## src/sparcPkg.sv

```systemverilog
package sparcPkg;

    typedef logic [31:0] word_t;
    typedef logic [4:0]  regAddr_t;
    typedef logic [3:0]  aluOp_t;
    typedef logic [3:0]  cond_t;
    typedef logic [12:0] simm13_t;
    typedef logic [21:0] imm22_t;   // disp22 and SETHI imm22 share this field

    typedef struct packed {
        logic n;
        logic z;
        logic v;
        logic c;
    } ccFlags_t;

    typedef struct packed {
        logic     en;
        regAddr_t rd;
        word_t    data;
    } regWrite_t;

    typedef struct packed {
        logic  valid;
        word_t pc;
        word_t instr;
    } fetchReg_t;

    typedef struct packed {
        logic   regWrite;
        aluOp_t aluOp;
        logic   useImm;
        logic   isSethi;
        logic   modifyCc;
        logic   isBranch;
        cond_t  cond;
    } ctrl_t;

    // Major opcodes in bits 31:30
    localparam logic [1:0] OpBranchSethi = 2'b00;
    localparam logic [1:0] OpArith       = 2'b10;

    localparam logic [2:0] Op2Bicc  = 3'b010;   // op2 in bits 24:22
    localparam logic [2:0] Op2Sethi = 3'b100;

    localparam logic [5:0] Op3Sll = 6'b100101;
    localparam logic [5:0] Op3Srl = 6'b100110;
    localparam logic [5:0] Op3Sra = 6'b100111;

    localparam int OpHi      = 31;
    localparam int OpLo      = 30;
    localparam int RdHi      = 29;
    localparam int RdLo      = 25;
    localparam int AnnulBit  = 29;
    localparam int CondHi    = 28;
    localparam int CondLo    = 25;
    localparam int Op2Hi     = 24;
    localparam int Op2Lo     = 22;
    localparam int Op3Hi     = 24;
    localparam int Op3Lo     = 19;
    localparam int Rs1Hi     = 18;
    localparam int Rs1Lo     = 14;
    localparam int IBit      = 13;
    localparam int Simm13Hi  = 12;
    localparam int Simm13Lo  = 0;
    localparam int Rs2Hi     = 4;
    localparam int Rs2Lo     = 0;
    localparam int Disp22Hi  = 21;
    localparam int Disp22Lo  = 0;

    localparam aluOp_t AluAdd   = 4'd0;
    localparam aluOp_t AluSub   = 4'd1;
    localparam aluOp_t AluAnd   = 4'd2;
    localparam aluOp_t AluOr    = 4'd3;
    localparam aluOp_t AluXor   = 4'd4;
    localparam aluOp_t AluAndn  = 4'd5;
    localparam aluOp_t AluOrn   = 4'd6;
    localparam aluOp_t AluXnor  = 4'd7;
    localparam aluOp_t AluSll   = 4'd8;
    localparam aluOp_t AluSrl   = 4'd9;
    localparam aluOp_t AluSra   = 4'd10;
    localparam aluOp_t AluPassB = 4'd11;

    localparam word_t InstrBytes = 32'd4;
    localparam word_t ResetPc    = 32'd0;

    localparam cond_t CondNever  = 4'b0000;
    localparam cond_t CondAlways = 4'b1000;

endpackage

```

## src/fetchUnit.sv

```systemverilog
`timescale 1ns/100ps

module fetchUnit
(
    input  logic                Clk,
    input  logic                rstN,
    input  logic                branchTaken,
    input  logic                annulSlot,
    input  sparcPkg::word_t     branchTarget,
    input  sparcPkg::word_t     instr,
    output sparcPkg::word_t     fetchAddr,
    output sparcPkg::fetchReg_t ifId
);
    import sparcPkg::*;

    word_t pc;
    word_t nextPc;

    // Branch in decode steers the fetch after its delay slot
    assign nextPc    = branchTaken ? branchTarget : pc + InstrBytes;
    assign fetchAddr = pc;

    always_ff @(posedge Clk or negedge rstN)
    begin
        if (!rstN)
        begin
            pc   <= ResetPc;
            ifId <= '0;
        end
        else
        begin
            pc         <= nextPc;
            ifId.valid <= !annulSlot;   // Squashed slot enters decode as a bubble
            ifId.pc    <= pc;
            ifId.instr <= instr;
        end
    end

endmodule

```

## src/instrDecoder.sv

```systemverilog
`timescale 1ns/100ps

module instrDecoder
(
    input  sparcPkg::fetchReg_t ifId,
    output sparcPkg::ctrl_t     ctrl
);
    import sparcPkg::*;

    logic [1:0] op;
    logic [2:0] op2;
    logic [5:0] op3;
    regAddr_t   rd;
    logic       legal;   // Kept instruction that produces a register result

    assign op  = ifId.instr[OpHi:OpLo];
    assign op2 = ifId.instr[Op2Hi:Op2Lo];
    assign op3 = ifId.instr[Op3Hi:Op3Lo];
    assign rd  = ifId.instr[RdHi:RdLo];

    always_comb
    begin
        ctrl      = '0;
        ctrl.cond = CondNever;
        legal     = 1'b0;
        case (op)
            OpBranchSethi:
            begin
                if (op2 == Op2Sethi)
                begin
                    legal        = 1'b1;
                    ctrl.isSethi = 1'b1;
                    ctrl.aluOp   = AluPassB;
                end
                else if (op2 == Op2Bicc)
                begin
                    ctrl.isBranch = 1'b1;
                    ctrl.cond     = ifId.instr[CondHi:CondLo];
                end
            end
            OpArith:
            begin
                ctrl.useImm = ifId.instr[IBit];
                // Logic and add/sub group; bit 3 set would be the carry forms
                if (!op3[5] && !op3[3])
                begin
                    legal         = 1'b1;
                    ctrl.modifyCc = op3[4];   // op3 bit 4 is instruction bit 23
                    case (op3[2:0])
                        3'b000:  ctrl.aluOp = AluAdd;
                        3'b001:  ctrl.aluOp = AluAnd;
                        3'b010:  ctrl.aluOp = AluOr;
                        3'b011:  ctrl.aluOp = AluXor;
                        3'b100:  ctrl.aluOp = AluSub;
                        3'b101:  ctrl.aluOp = AluAndn;
                        3'b110:  ctrl.aluOp = AluOrn;
                        default: ctrl.aluOp = AluXnor;
                    endcase
                end
                else
                begin
                    legal = 1'b1;
                    case (op3)
                        Op3Sll:  ctrl.aluOp = AluSll;
                        Op3Srl:  ctrl.aluOp = AluSrl;
                        Op3Sra:  ctrl.aluOp = AluSra;
                        default: legal = 1'b0;   // Not supported, acts as nop
                    endcase
                end
            end
            default: legal = 1'b0;
        endcase

        ctrl.regWrite = legal && ifId.valid && (rd != '0);
        if (!ifId.valid)
        begin
            ctrl.isBranch = 1'b0;
            ctrl.modifyCc = 1'b0;   // Bubble must not touch the PSR
        end
    end

endmodule

```

## src/branchCondition.sv

```systemverilog
`timescale 1ns/100ps

module branchCondition
(
    input  sparcPkg::ctrl_t    ctrl,
    input  sparcPkg::word_t    pc,
    input  sparcPkg::imm22_t   disp22,
    input  logic               annulBit,
    input  sparcPkg::ccFlags_t ccNow,
    output logic               branchTaken,
    output logic               annulSlot,
    output sparcPkg::word_t    branchTarget
);
    import sparcPkg::*;

    logic  baseTrue;
    logic  condTrue;
    word_t dispExt;

    // Lower three cond bits pick the test, cond[3] inverts it
    always_comb
    begin
        case (ctrl.cond[2:0])
            3'b000:  baseTrue = 1'b0;                          // bn / ba
            3'b001:  baseTrue = ccNow.z;                       // be / bne
            3'b010:  baseTrue = ccNow.z | (ccNow.n ^ ccNow.v); // ble / bg
            3'b011:  baseTrue = ccNow.n ^ ccNow.v;             // bl / bge
            3'b100:  baseTrue = ccNow.c | ccNow.z;             // bleu / bgu
            3'b101:  baseTrue = ccNow.c;                       // bcs / bcc
            3'b110:  baseTrue = ccNow.n;                       // bneg / bpos
            default: baseTrue = ccNow.v;                       // bvs / bvc
        endcase
    end

    assign condTrue    = baseTrue ^ ctrl.cond[3];
    assign branchTaken = ctrl.isBranch && condTrue;

    // ba,a skips its slot as well as any untaken annulled branch
    assign annulSlot = ctrl.isBranch && annulBit
                       && (!condTrue || ctrl.cond == CondAlways);

    assign dispExt      = {{10{disp22[21]}}, disp22};
    assign branchTarget = pc + dispExt * InstrBytes;   // Word displacement

endmodule

```

## src/regFile.sv

```systemverilog
`timescale 1ns/100ps

module regFile
(
    input  logic                Clk,
    input  logic                rstN,
    input  sparcPkg::regAddr_t  rs1,
    input  sparcPkg::regAddr_t  rs2,
    input  sparcPkg::regWrite_t wr,
    output sparcPkg::word_t     rdDataA,
    output sparcPkg::word_t     rdDataB
);
    import sparcPkg::*;

    word_t regs [1:31];   // r0 has no storage

    always_ff @(posedge Clk or negedge rstN)
    begin
        if (!rstN)
        begin
            for (int i = 1; i < 32; i++)
                regs[i] <= '0;
        end
        else if (wr.en && wr.rd != '0)
            regs[wr.rd] <= wr.data;
    end

    // Same-cycle writes are covered by forwarding from writeback
    assign rdDataA = (rs1 == '0) ? '0 : regs[rs1];
    assign rdDataB = (rs2 == '0) ? '0 : regs[rs2];

endmodule

```

## src/forwardUnit.sv

```systemverilog
`timescale 1ns/100ps

module forwardUnit
(
    input  sparcPkg::regAddr_t  rs1,
    input  sparcPkg::regAddr_t  rs2,
    input  sparcPkg::word_t     rdDataA,
    input  sparcPkg::word_t     rdDataB,
    input  sparcPkg::regWrite_t exResult,
    input  sparcPkg::regWrite_t wbResult,
    output sparcPkg::word_t     operandA,
    output sparcPkg::word_t     operandB
);
    import sparcPkg::*;

    // Youngest producer wins
    function automatic word_t resolve(regAddr_t src, word_t rfData,
                                      regWrite_t ex, regWrite_t wb);
        if (ex.en && ex.rd == src)
            return ex.data;
        else if (wb.en && wb.rd == src)
            return wb.data;
        else
            return rfData;
    endfunction

    // Enables are never set for rd 0, so r0 always comes from the file
    assign operandA = resolve(rs1, rdDataA, exResult, wbResult);
    assign operandB = resolve(rs2, rdDataB, exResult, wbResult);

endmodule

```

## src/executeStage.sv

```systemverilog
`timescale 1ns/100ps

module executeStage
(
    input  logic                Clk,
    input  logic                rstN,
    input  sparcPkg::ctrl_t     ctrl,
    input  sparcPkg::word_t     operandA,
    input  sparcPkg::word_t     operandB,
    input  sparcPkg::simm13_t   simm13,
    input  sparcPkg::imm22_t    imm22,
    input  sparcPkg::regAddr_t  rd,
    output sparcPkg::regWrite_t exResult,
    output sparcPkg::regWrite_t wbResult,
    output sparcPkg::ccFlags_t  ccNow
);
    import sparcPkg::*;

    ctrl_t    exCtrl;
    word_t    exA;
    word_t    exB;
    simm13_t  exSimm13;
    imm22_t   exImm22;
    regAddr_t exRd;

    word_t    operand2;
    word_t    aluResult;
    logic     aluCarry;
    logic     aluOver;
    ccFlags_t aluFlags;
    ccFlags_t psr;

    always_ff @(posedge Clk or negedge rstN)
    begin
        if (!rstN)
            exCtrl <= '0;
        else
            exCtrl <= ctrl;
    end

    always_ff @(posedge Clk)
    begin
        exA      <= operandA;
        exB      <= operandB;
        exSimm13 <= simm13;
        exImm22  <= imm22;
        exRd     <= rd;
    end

    always_comb
    begin
        if (exCtrl.isSethi)
            operand2 = {exImm22, 10'b0};
        else if (exCtrl.useImm)
            operand2 = {{19{exSimm13[12]}}, exSimm13};
        else
            operand2 = exB;
    end

    always_comb
    begin
        aluCarry = 1'b0;
        aluOver  = 1'b0;
        case (exCtrl.aluOp)
            AluAdd:
            begin
                {aluCarry, aluResult} = {1'b0, exA} + {1'b0, operand2};
                aluOver = (exA[31] == operand2[31]) && (aluResult[31] != exA[31]);
            end
            AluSub:
            begin
                {aluCarry, aluResult} = {1'b0, exA} - {1'b0, operand2};   // C is the borrow
                aluOver = (exA[31] != operand2[31]) && (aluResult[31] != exA[31]);
            end
            AluAnd:  aluResult = exA & operand2;
            AluOr:   aluResult = exA | operand2;
            AluXor:  aluResult = exA ^ operand2;
            AluAndn: aluResult = exA & ~operand2;
            AluOrn:  aluResult = exA | ~operand2;
            AluXnor: aluResult = ~(exA ^ operand2);
            AluSll:  aluResult = exA << operand2[4:0];
            AluSrl:  aluResult = exA >> operand2[4:0];
            AluSra:  aluResult = $signed(exA) >>> operand2[4:0];
            default: aluResult = operand2;   // SETHI
        endcase
    end

    assign aluFlags.n = aluResult[31];
    assign aluFlags.z = (aluResult == '0);
    assign aluFlags.v = aluOver;
    assign aluFlags.c = aluCarry;

    always_ff @(posedge Clk or negedge rstN)
    begin
        if (!rstN)
            psr <= '0;
        else if (exCtrl.modifyCc)
            psr <= aluFlags;
    end

    // Branch in decode sees the flags of a cc op still in execute
    assign ccNow = exCtrl.modifyCc ? aluFlags : psr;

    assign exResult.en   = exCtrl.regWrite;
    assign exResult.rd   = exRd;
    assign exResult.data = aluResult;

    always_ff @(posedge Clk or negedge rstN)
    begin
        if (!rstN)
            wbResult <= '0;
        else
            wbResult <= exResult;
    end

endmodule

```

## src/sparcCore.sv

```systemverilog
`timescale 1ns/100ps

module sparcCore
(
    input  logic                Clk,
    input  logic                rstN,
    input  sparcPkg::word_t     instr,
    output sparcPkg::word_t     fetchAddr,
    output sparcPkg::regWrite_t retire
);
    import sparcPkg::*;

    fetchReg_t ifId;
    ctrl_t     ctrl;
    logic      branchTaken;
    logic      annulSlot;
    word_t     branchTarget;
    ccFlags_t  ccNow;
    regAddr_t  rs1;
    regAddr_t  rs2;
    word_t     rdDataA;
    word_t     rdDataB;
    word_t     operandA;
    word_t     operandB;
    regWrite_t exResult;
    regWrite_t wbResult;

    assign rs1 = ifId.instr[Rs1Hi:Rs1Lo];
    assign rs2 = ifId.instr[Rs2Hi:Rs2Lo];

    fetchUnit fetch (
        .Clk          (Clk),
        .rstN         (rstN),
        .branchTaken  (branchTaken),
        .annulSlot    (annulSlot),
        .branchTarget (branchTarget),
        .instr        (instr),
        .fetchAddr    (fetchAddr),
        .ifId         (ifId)
    );

    instrDecoder decoder (
        .ifId (ifId),
        .ctrl (ctrl)
    );

    branchCondition branch (
        .ctrl         (ctrl),
        .pc           (ifId.pc),
        .disp22       (ifId.instr[Disp22Hi:Disp22Lo]),
        .annulBit     (ifId.instr[AnnulBit]),
        .ccNow        (ccNow),
        .branchTaken  (branchTaken),
        .annulSlot    (annulSlot),
        .branchTarget (branchTarget)
    );

    regFile regs (
        .Clk     (Clk),
        .rstN    (rstN),
        .rs1     (rs1),
        .rs2     (rs2),
        .wr      (wbResult),
        .rdDataA (rdDataA),
        .rdDataB (rdDataB)
    );

    forwardUnit forward (
        .rs1      (rs1),
        .rs2      (rs2),
        .rdDataA  (rdDataA),
        .rdDataB  (rdDataB),
        .exResult (exResult),
        .wbResult (wbResult),
        .operandA (operandA),
        .operandB (operandB)
    );

    executeStage execute (
        .Clk      (Clk),
        .rstN     (rstN),
        .ctrl     (ctrl),
        .operandA (operandA),
        .operandB (operandB),
        .simm13   (ifId.instr[Simm13Hi:Simm13Lo]),
        .imm22    (ifId.instr[Disp22Hi:Disp22Lo]),   // SETHI imm22 sits in the disp22 bits
        .rd       (ifId.instr[RdHi:RdLo]),
        .exResult (exResult),
        .wbResult (wbResult),
        .ccNow    (ccNow)
    );

    assign retire = wbResult;

endmodule

```

## config.mk

```make
export PLATFORM = sky130hd
export DESIGN_NAME = sparcCore
export DESIGN_NICKNAME = d
export VERILOG_FILES = /design/src/sparcPkg.sv /design/src/fetchUnit.sv /design/src/instrDecoder.sv /design/src/branchCondition.sv /design/src/regFile.sv /design/src/forwardUnit.sv /design/src/executeStage.sv /design/src/sparcCore.sv
export SDC_FILE = /design/constraint.sdc
export NUM_CORES = 2
export LEC_CHECK = 0
export BUFFER_PORTS_ARGS = -buffer_cell sky130_fd_sc_hd__buf_2
export CORE_MARGIN = 1.5
export CORE_UTILIZATION = 53
export CTS_BUF_LIST = sky130_fd_sc_hd__clkbuf_8
export CTS_CLUSTER_SIZE = 40
export DETAILED_ROUTE_END_ITERATION = 7
export GPL_TIMING_DRIVEN = 0
export PLACE_DENSITY = 0.72
export SYNTH_ARGS = -nofsm -noshare
export SYNTH_HDL_FRONTEND = slang
export SYNTH_HIERARCHICAL = 1
export SYNTH_SLANG_ARGS = --single-unit
```

## constraint.sdc

```tcl
create_clock -name Clk -period 6.5 [get_ports Clk]
set_input_delay 0.325 -clock Clk [delete_from_list [all_inputs] [get_ports Clk]]
set_output_delay 0.325 -clock Clk [all_outputs]
set_load 0.1 [all_outputs]
```

==> out/metrics.cfg <==
[outcome]
outcome=finished, violations left
violations=negative hold slack, max-capacitance violations, max-slew violations, negative setup slack

[die]
die_h_um=382.4
core_area_sq_mm=0.1431
io_pins=104
start_util_pct=53.29
die_x_um=382.4
row_count=139
die_area_sq_mm=0.1462

[placement]
dp_slack_ns=-4.238
dp_hpwl_um=276300
portBuffers=103
routabilityCongestion=1.091

[detailed_routing]
drc=0
drt_iter0_drc=11070
detail_route.wl_per_cell_um=39.93
firstDrtPassIters=6
num_vias=68230
viasPerCell=7.360
ant_nets=0
wirelength_um=370100

[global_routing]
grt_overflow=0
grt_usage_pct=49.72
antenna_found_initial=31
grt_pass1_wl_um=509600
grt_max_degree=156
grt_pass1_vias=65770

[timing]
rsz0062_at_grt=true
hold_viol=14
timing.hold.ws_ns=-0.05235
worst_pin_slew_ns=1.593
fin_skew_ns=0.1394
setup_ws_ns=-0.9506
fin_setup_tns_ns=-25.95
fmax_mhz=134.2
relSlewSlack_pct=-6.582
finalSetupViolations=33
slew_viol_final=72
timing.final.crit_share_pct=114.6
min_period_ns=7.451

[worst_setup_path]
worst_path_largest_cell_delay_ns=1.14
path_max_fanout=10
worstReg2RegEnd=fetch/fetchAddr[31]
crit_top_cell=or4_4
ff2ff_setup_slack_ns=-0.95
timing.rr.start=execute/exCtrl[8]
worst-endpoint-required_ns=7.35
critical_path_class=reg2reg
rr_worst_depth=23
cp_data_arrival_time_ns=8.30
cp_cell_sequence=nor4bb_1, nor2_4, nor2_1, o2111ai_2, o311a_1, o211a_1, o2111ai_1, a211oi_1, nand4_1, or4_4, or4_4, o41ai_4, buf_6, a21oi_2, a311oi_2, a21oi_1, xnor2_1, and2_4, buf_12, clkbuf_16, buf_4, a22oi_2, o211ai_1
cp-startpoint=execute/exCtrl[8]
worst_path_max_delay_cell=nor4bb_1
endpoint_kind=register
critPathLaunchType=register

[synthesis]
seq_area_frac_synth_pct=40.09
ys.flop_type=dfrtp_1
synth_warnings=6
ys_types=116
syn-cell-area_sq_mm=0.07628
syn_area_per_cell_sq_um=11.34
synth-seq-cells=1243
syn_nets=6866
synth_top_area_share_pct=37.37
syn_inst=6724
synthArstFlopShare_pct=91.63
synth_edf_count=0
synth_top_area_cell=dfrtp_1
yosys-top-cells-area=dfrtp_1 (37%), mux2_2 (16%), mux4_2 (12%)

[layout]
regArea_sq_mm=0.03058
fin_nets=7317
multi_input_area_sq_mm=0.04387
syn_to_final_growth_pct=14.77
num-fill-cells=11430
drive_gt1_share_pct=35.24

[clock_tree]
clockBufferDepth=3
cts_made_buffers=204
root_buffer=clkbuf_8
cts_sinks=1243
clock_latency_ns=0.98
clk_pin_slew_ns=0.06
htree_num_levels=4
cts_tree=built

[pwr]
p_per_area_mw_per_mm2=263.3
power_w=0.02306
ir_worst_vdd_uv=277.5
power.leakage_nw=38.63

[flow_run]
max-cap-violations=9

[worst_hold_path]
hold_class=in2async

## final cells by class
class	instances	share of cell area (%)
Tap cell	1903	2.720
Buffer	647	4.040
Inverter	85	0.4230
Antenna cell	23	0.06574
Multi-Input combinational cell	4738	50.11
Timing Repair Buffer	256	2.377
Sequential cell	1243	34.93
Clock buffer	259	4.072
Clock inverter	116	1.258
## layout by cell type (no fill, tap or decap), drive strengths merged, types with 33 or more instances in the layout
cell type	n
and3	33
dfrtp	1139
mux2i	226
a21oi	324
mux2	1076
ha	105
mux4	414
nor2b	102
a221oi	79
dlygate4sd3	44
or3	86
o21ai	329
clkbuf	588
nand4	42
nor3	152
xnor2	93
a31oi	125
a32oi	41
nand3	140
a211oi	55
o31ai	33
buf	530
xor2	33
clkinv	34
nor2	226
o221ai	34
nand2b	38
nand2	454
a22oi	53
inv	150
o211ai	74
dfxtp	104
## logic make-up (layout without fill, tap and decap cells)
kind of cell	Yosys count	count (layout)	share of synthesized area, %
AOI/OAI and AO/OA	1403	1403	12.24
xor gates and xnor gates	126	126	1.447
adders and majority gates	109	109	1.814
buffers and inverters	743	1363	4.381
DFF	1243	1243	40.09
muxes	1716	1716	31.11
other	0	23	0
and+or+nand+nor	1384	1384	8.915
## critical path: cells and delay by family, from the launching register on
kind	cells	cell delay, ns
buffers and inverters	4	0.62
AO/OA/AOI/OAI	11	2.68
flip-flops	1	0.71
XOR/XNOR	1	0.13
AND/OR/NAND/NOR	7	3.15
## stage by stage
step	hold slack, ns	utilization [%]	cell area (sq um)	instances
2_1_floorplan	0.02941	-	76330	6724
3_3_place_gp	0.3814	55.35	79230	8730
3_5_place_dp	0.3849	55.55	79510	8742
4_1_cts	0.0007562	60.39	86440	9199
5_1_grt	0.02595	61.13	87500	9250
6_report	-0.05235	61.17	87550	9270
## synthesized netlist by cell type (125+ instances only)
library cell / n
mux4_2: 414
o21ai_0: 313
clkbuf_1: 337
mux2i_1: 223
a31oi_1: 125
nand3_1: 139
a21oi_1: 315
nor3_1: 150
mux2_2: 1061
buf_2: 211
nand2_1: 453
dfrtp_1: 1139
nor2_1: 225
## what timing repair did
| action | 4_1_cts | 5_1_grt |
|---|---|---|
| endpoints found under the hold margin | 185 | 0 |
| setup buffers | 45 | 49 |
| hold buffers | 44 | 0 |
| endpoints found under the setup margin | 74 | 33 |
| gates resized for setup | 351 | 172 |
| cloned | 0 | 2 |
| pin swaps | 60 | 54 |
## layer usage
layer | vias to the layer above | track usage (%) | share of wire [%]
met5 | - | 1.356 | 0.16
met4 | 36 | 34.95 | 8.7
met2 | 5543 | 69.33 | 41
met3 | 1592 | 21.61 | 14
met1 | 34580 | 61.50 | 36
li1 | 26480 | - | -
## worst max path at each step
stage | cells after the start | slack, ns | end
after global routing | 30 | -0.79 | fetch/fetchAddr[3]
after CTS | 33 | -0.67 | fetch/fetchAddr[27]
after detailed placement | 29 | -4.24 | fetch/fetchAddr[29]
final | 23 | -0.95 | fetch/fetchAddr[31]
after floorplan | 27 | 0.007 | fetch/fetchAddr[3]
after global placement | 1 | -19.54 | fetch/ifId[5]
## report_power, final
part           total (W)  switching, W  internal (W)
registers        0.00921      0.000867       0.00834
logic            0.00610       0.00410       0.00199
clock network    0.00775       0.00357       0.00418
total             0.0231       0.00854        0.0145
## registers in the layout (all words and copies together), names as in the netlist, 7 cells and up
| register | count |
|---|---|
| execute/exCtrl | 7 |
| execute/exA | 32 |
| regs/regs | 992 |
| fetch/fetchAddr | 32 |
| execute/exSimm13 | 13 |
| execute/exImm22 | 22 |
| execute/wbResult | 38 |
| fetch/ifId | 65 |
| execute/exB | 32 |
(Power assumes the default switching activity.)
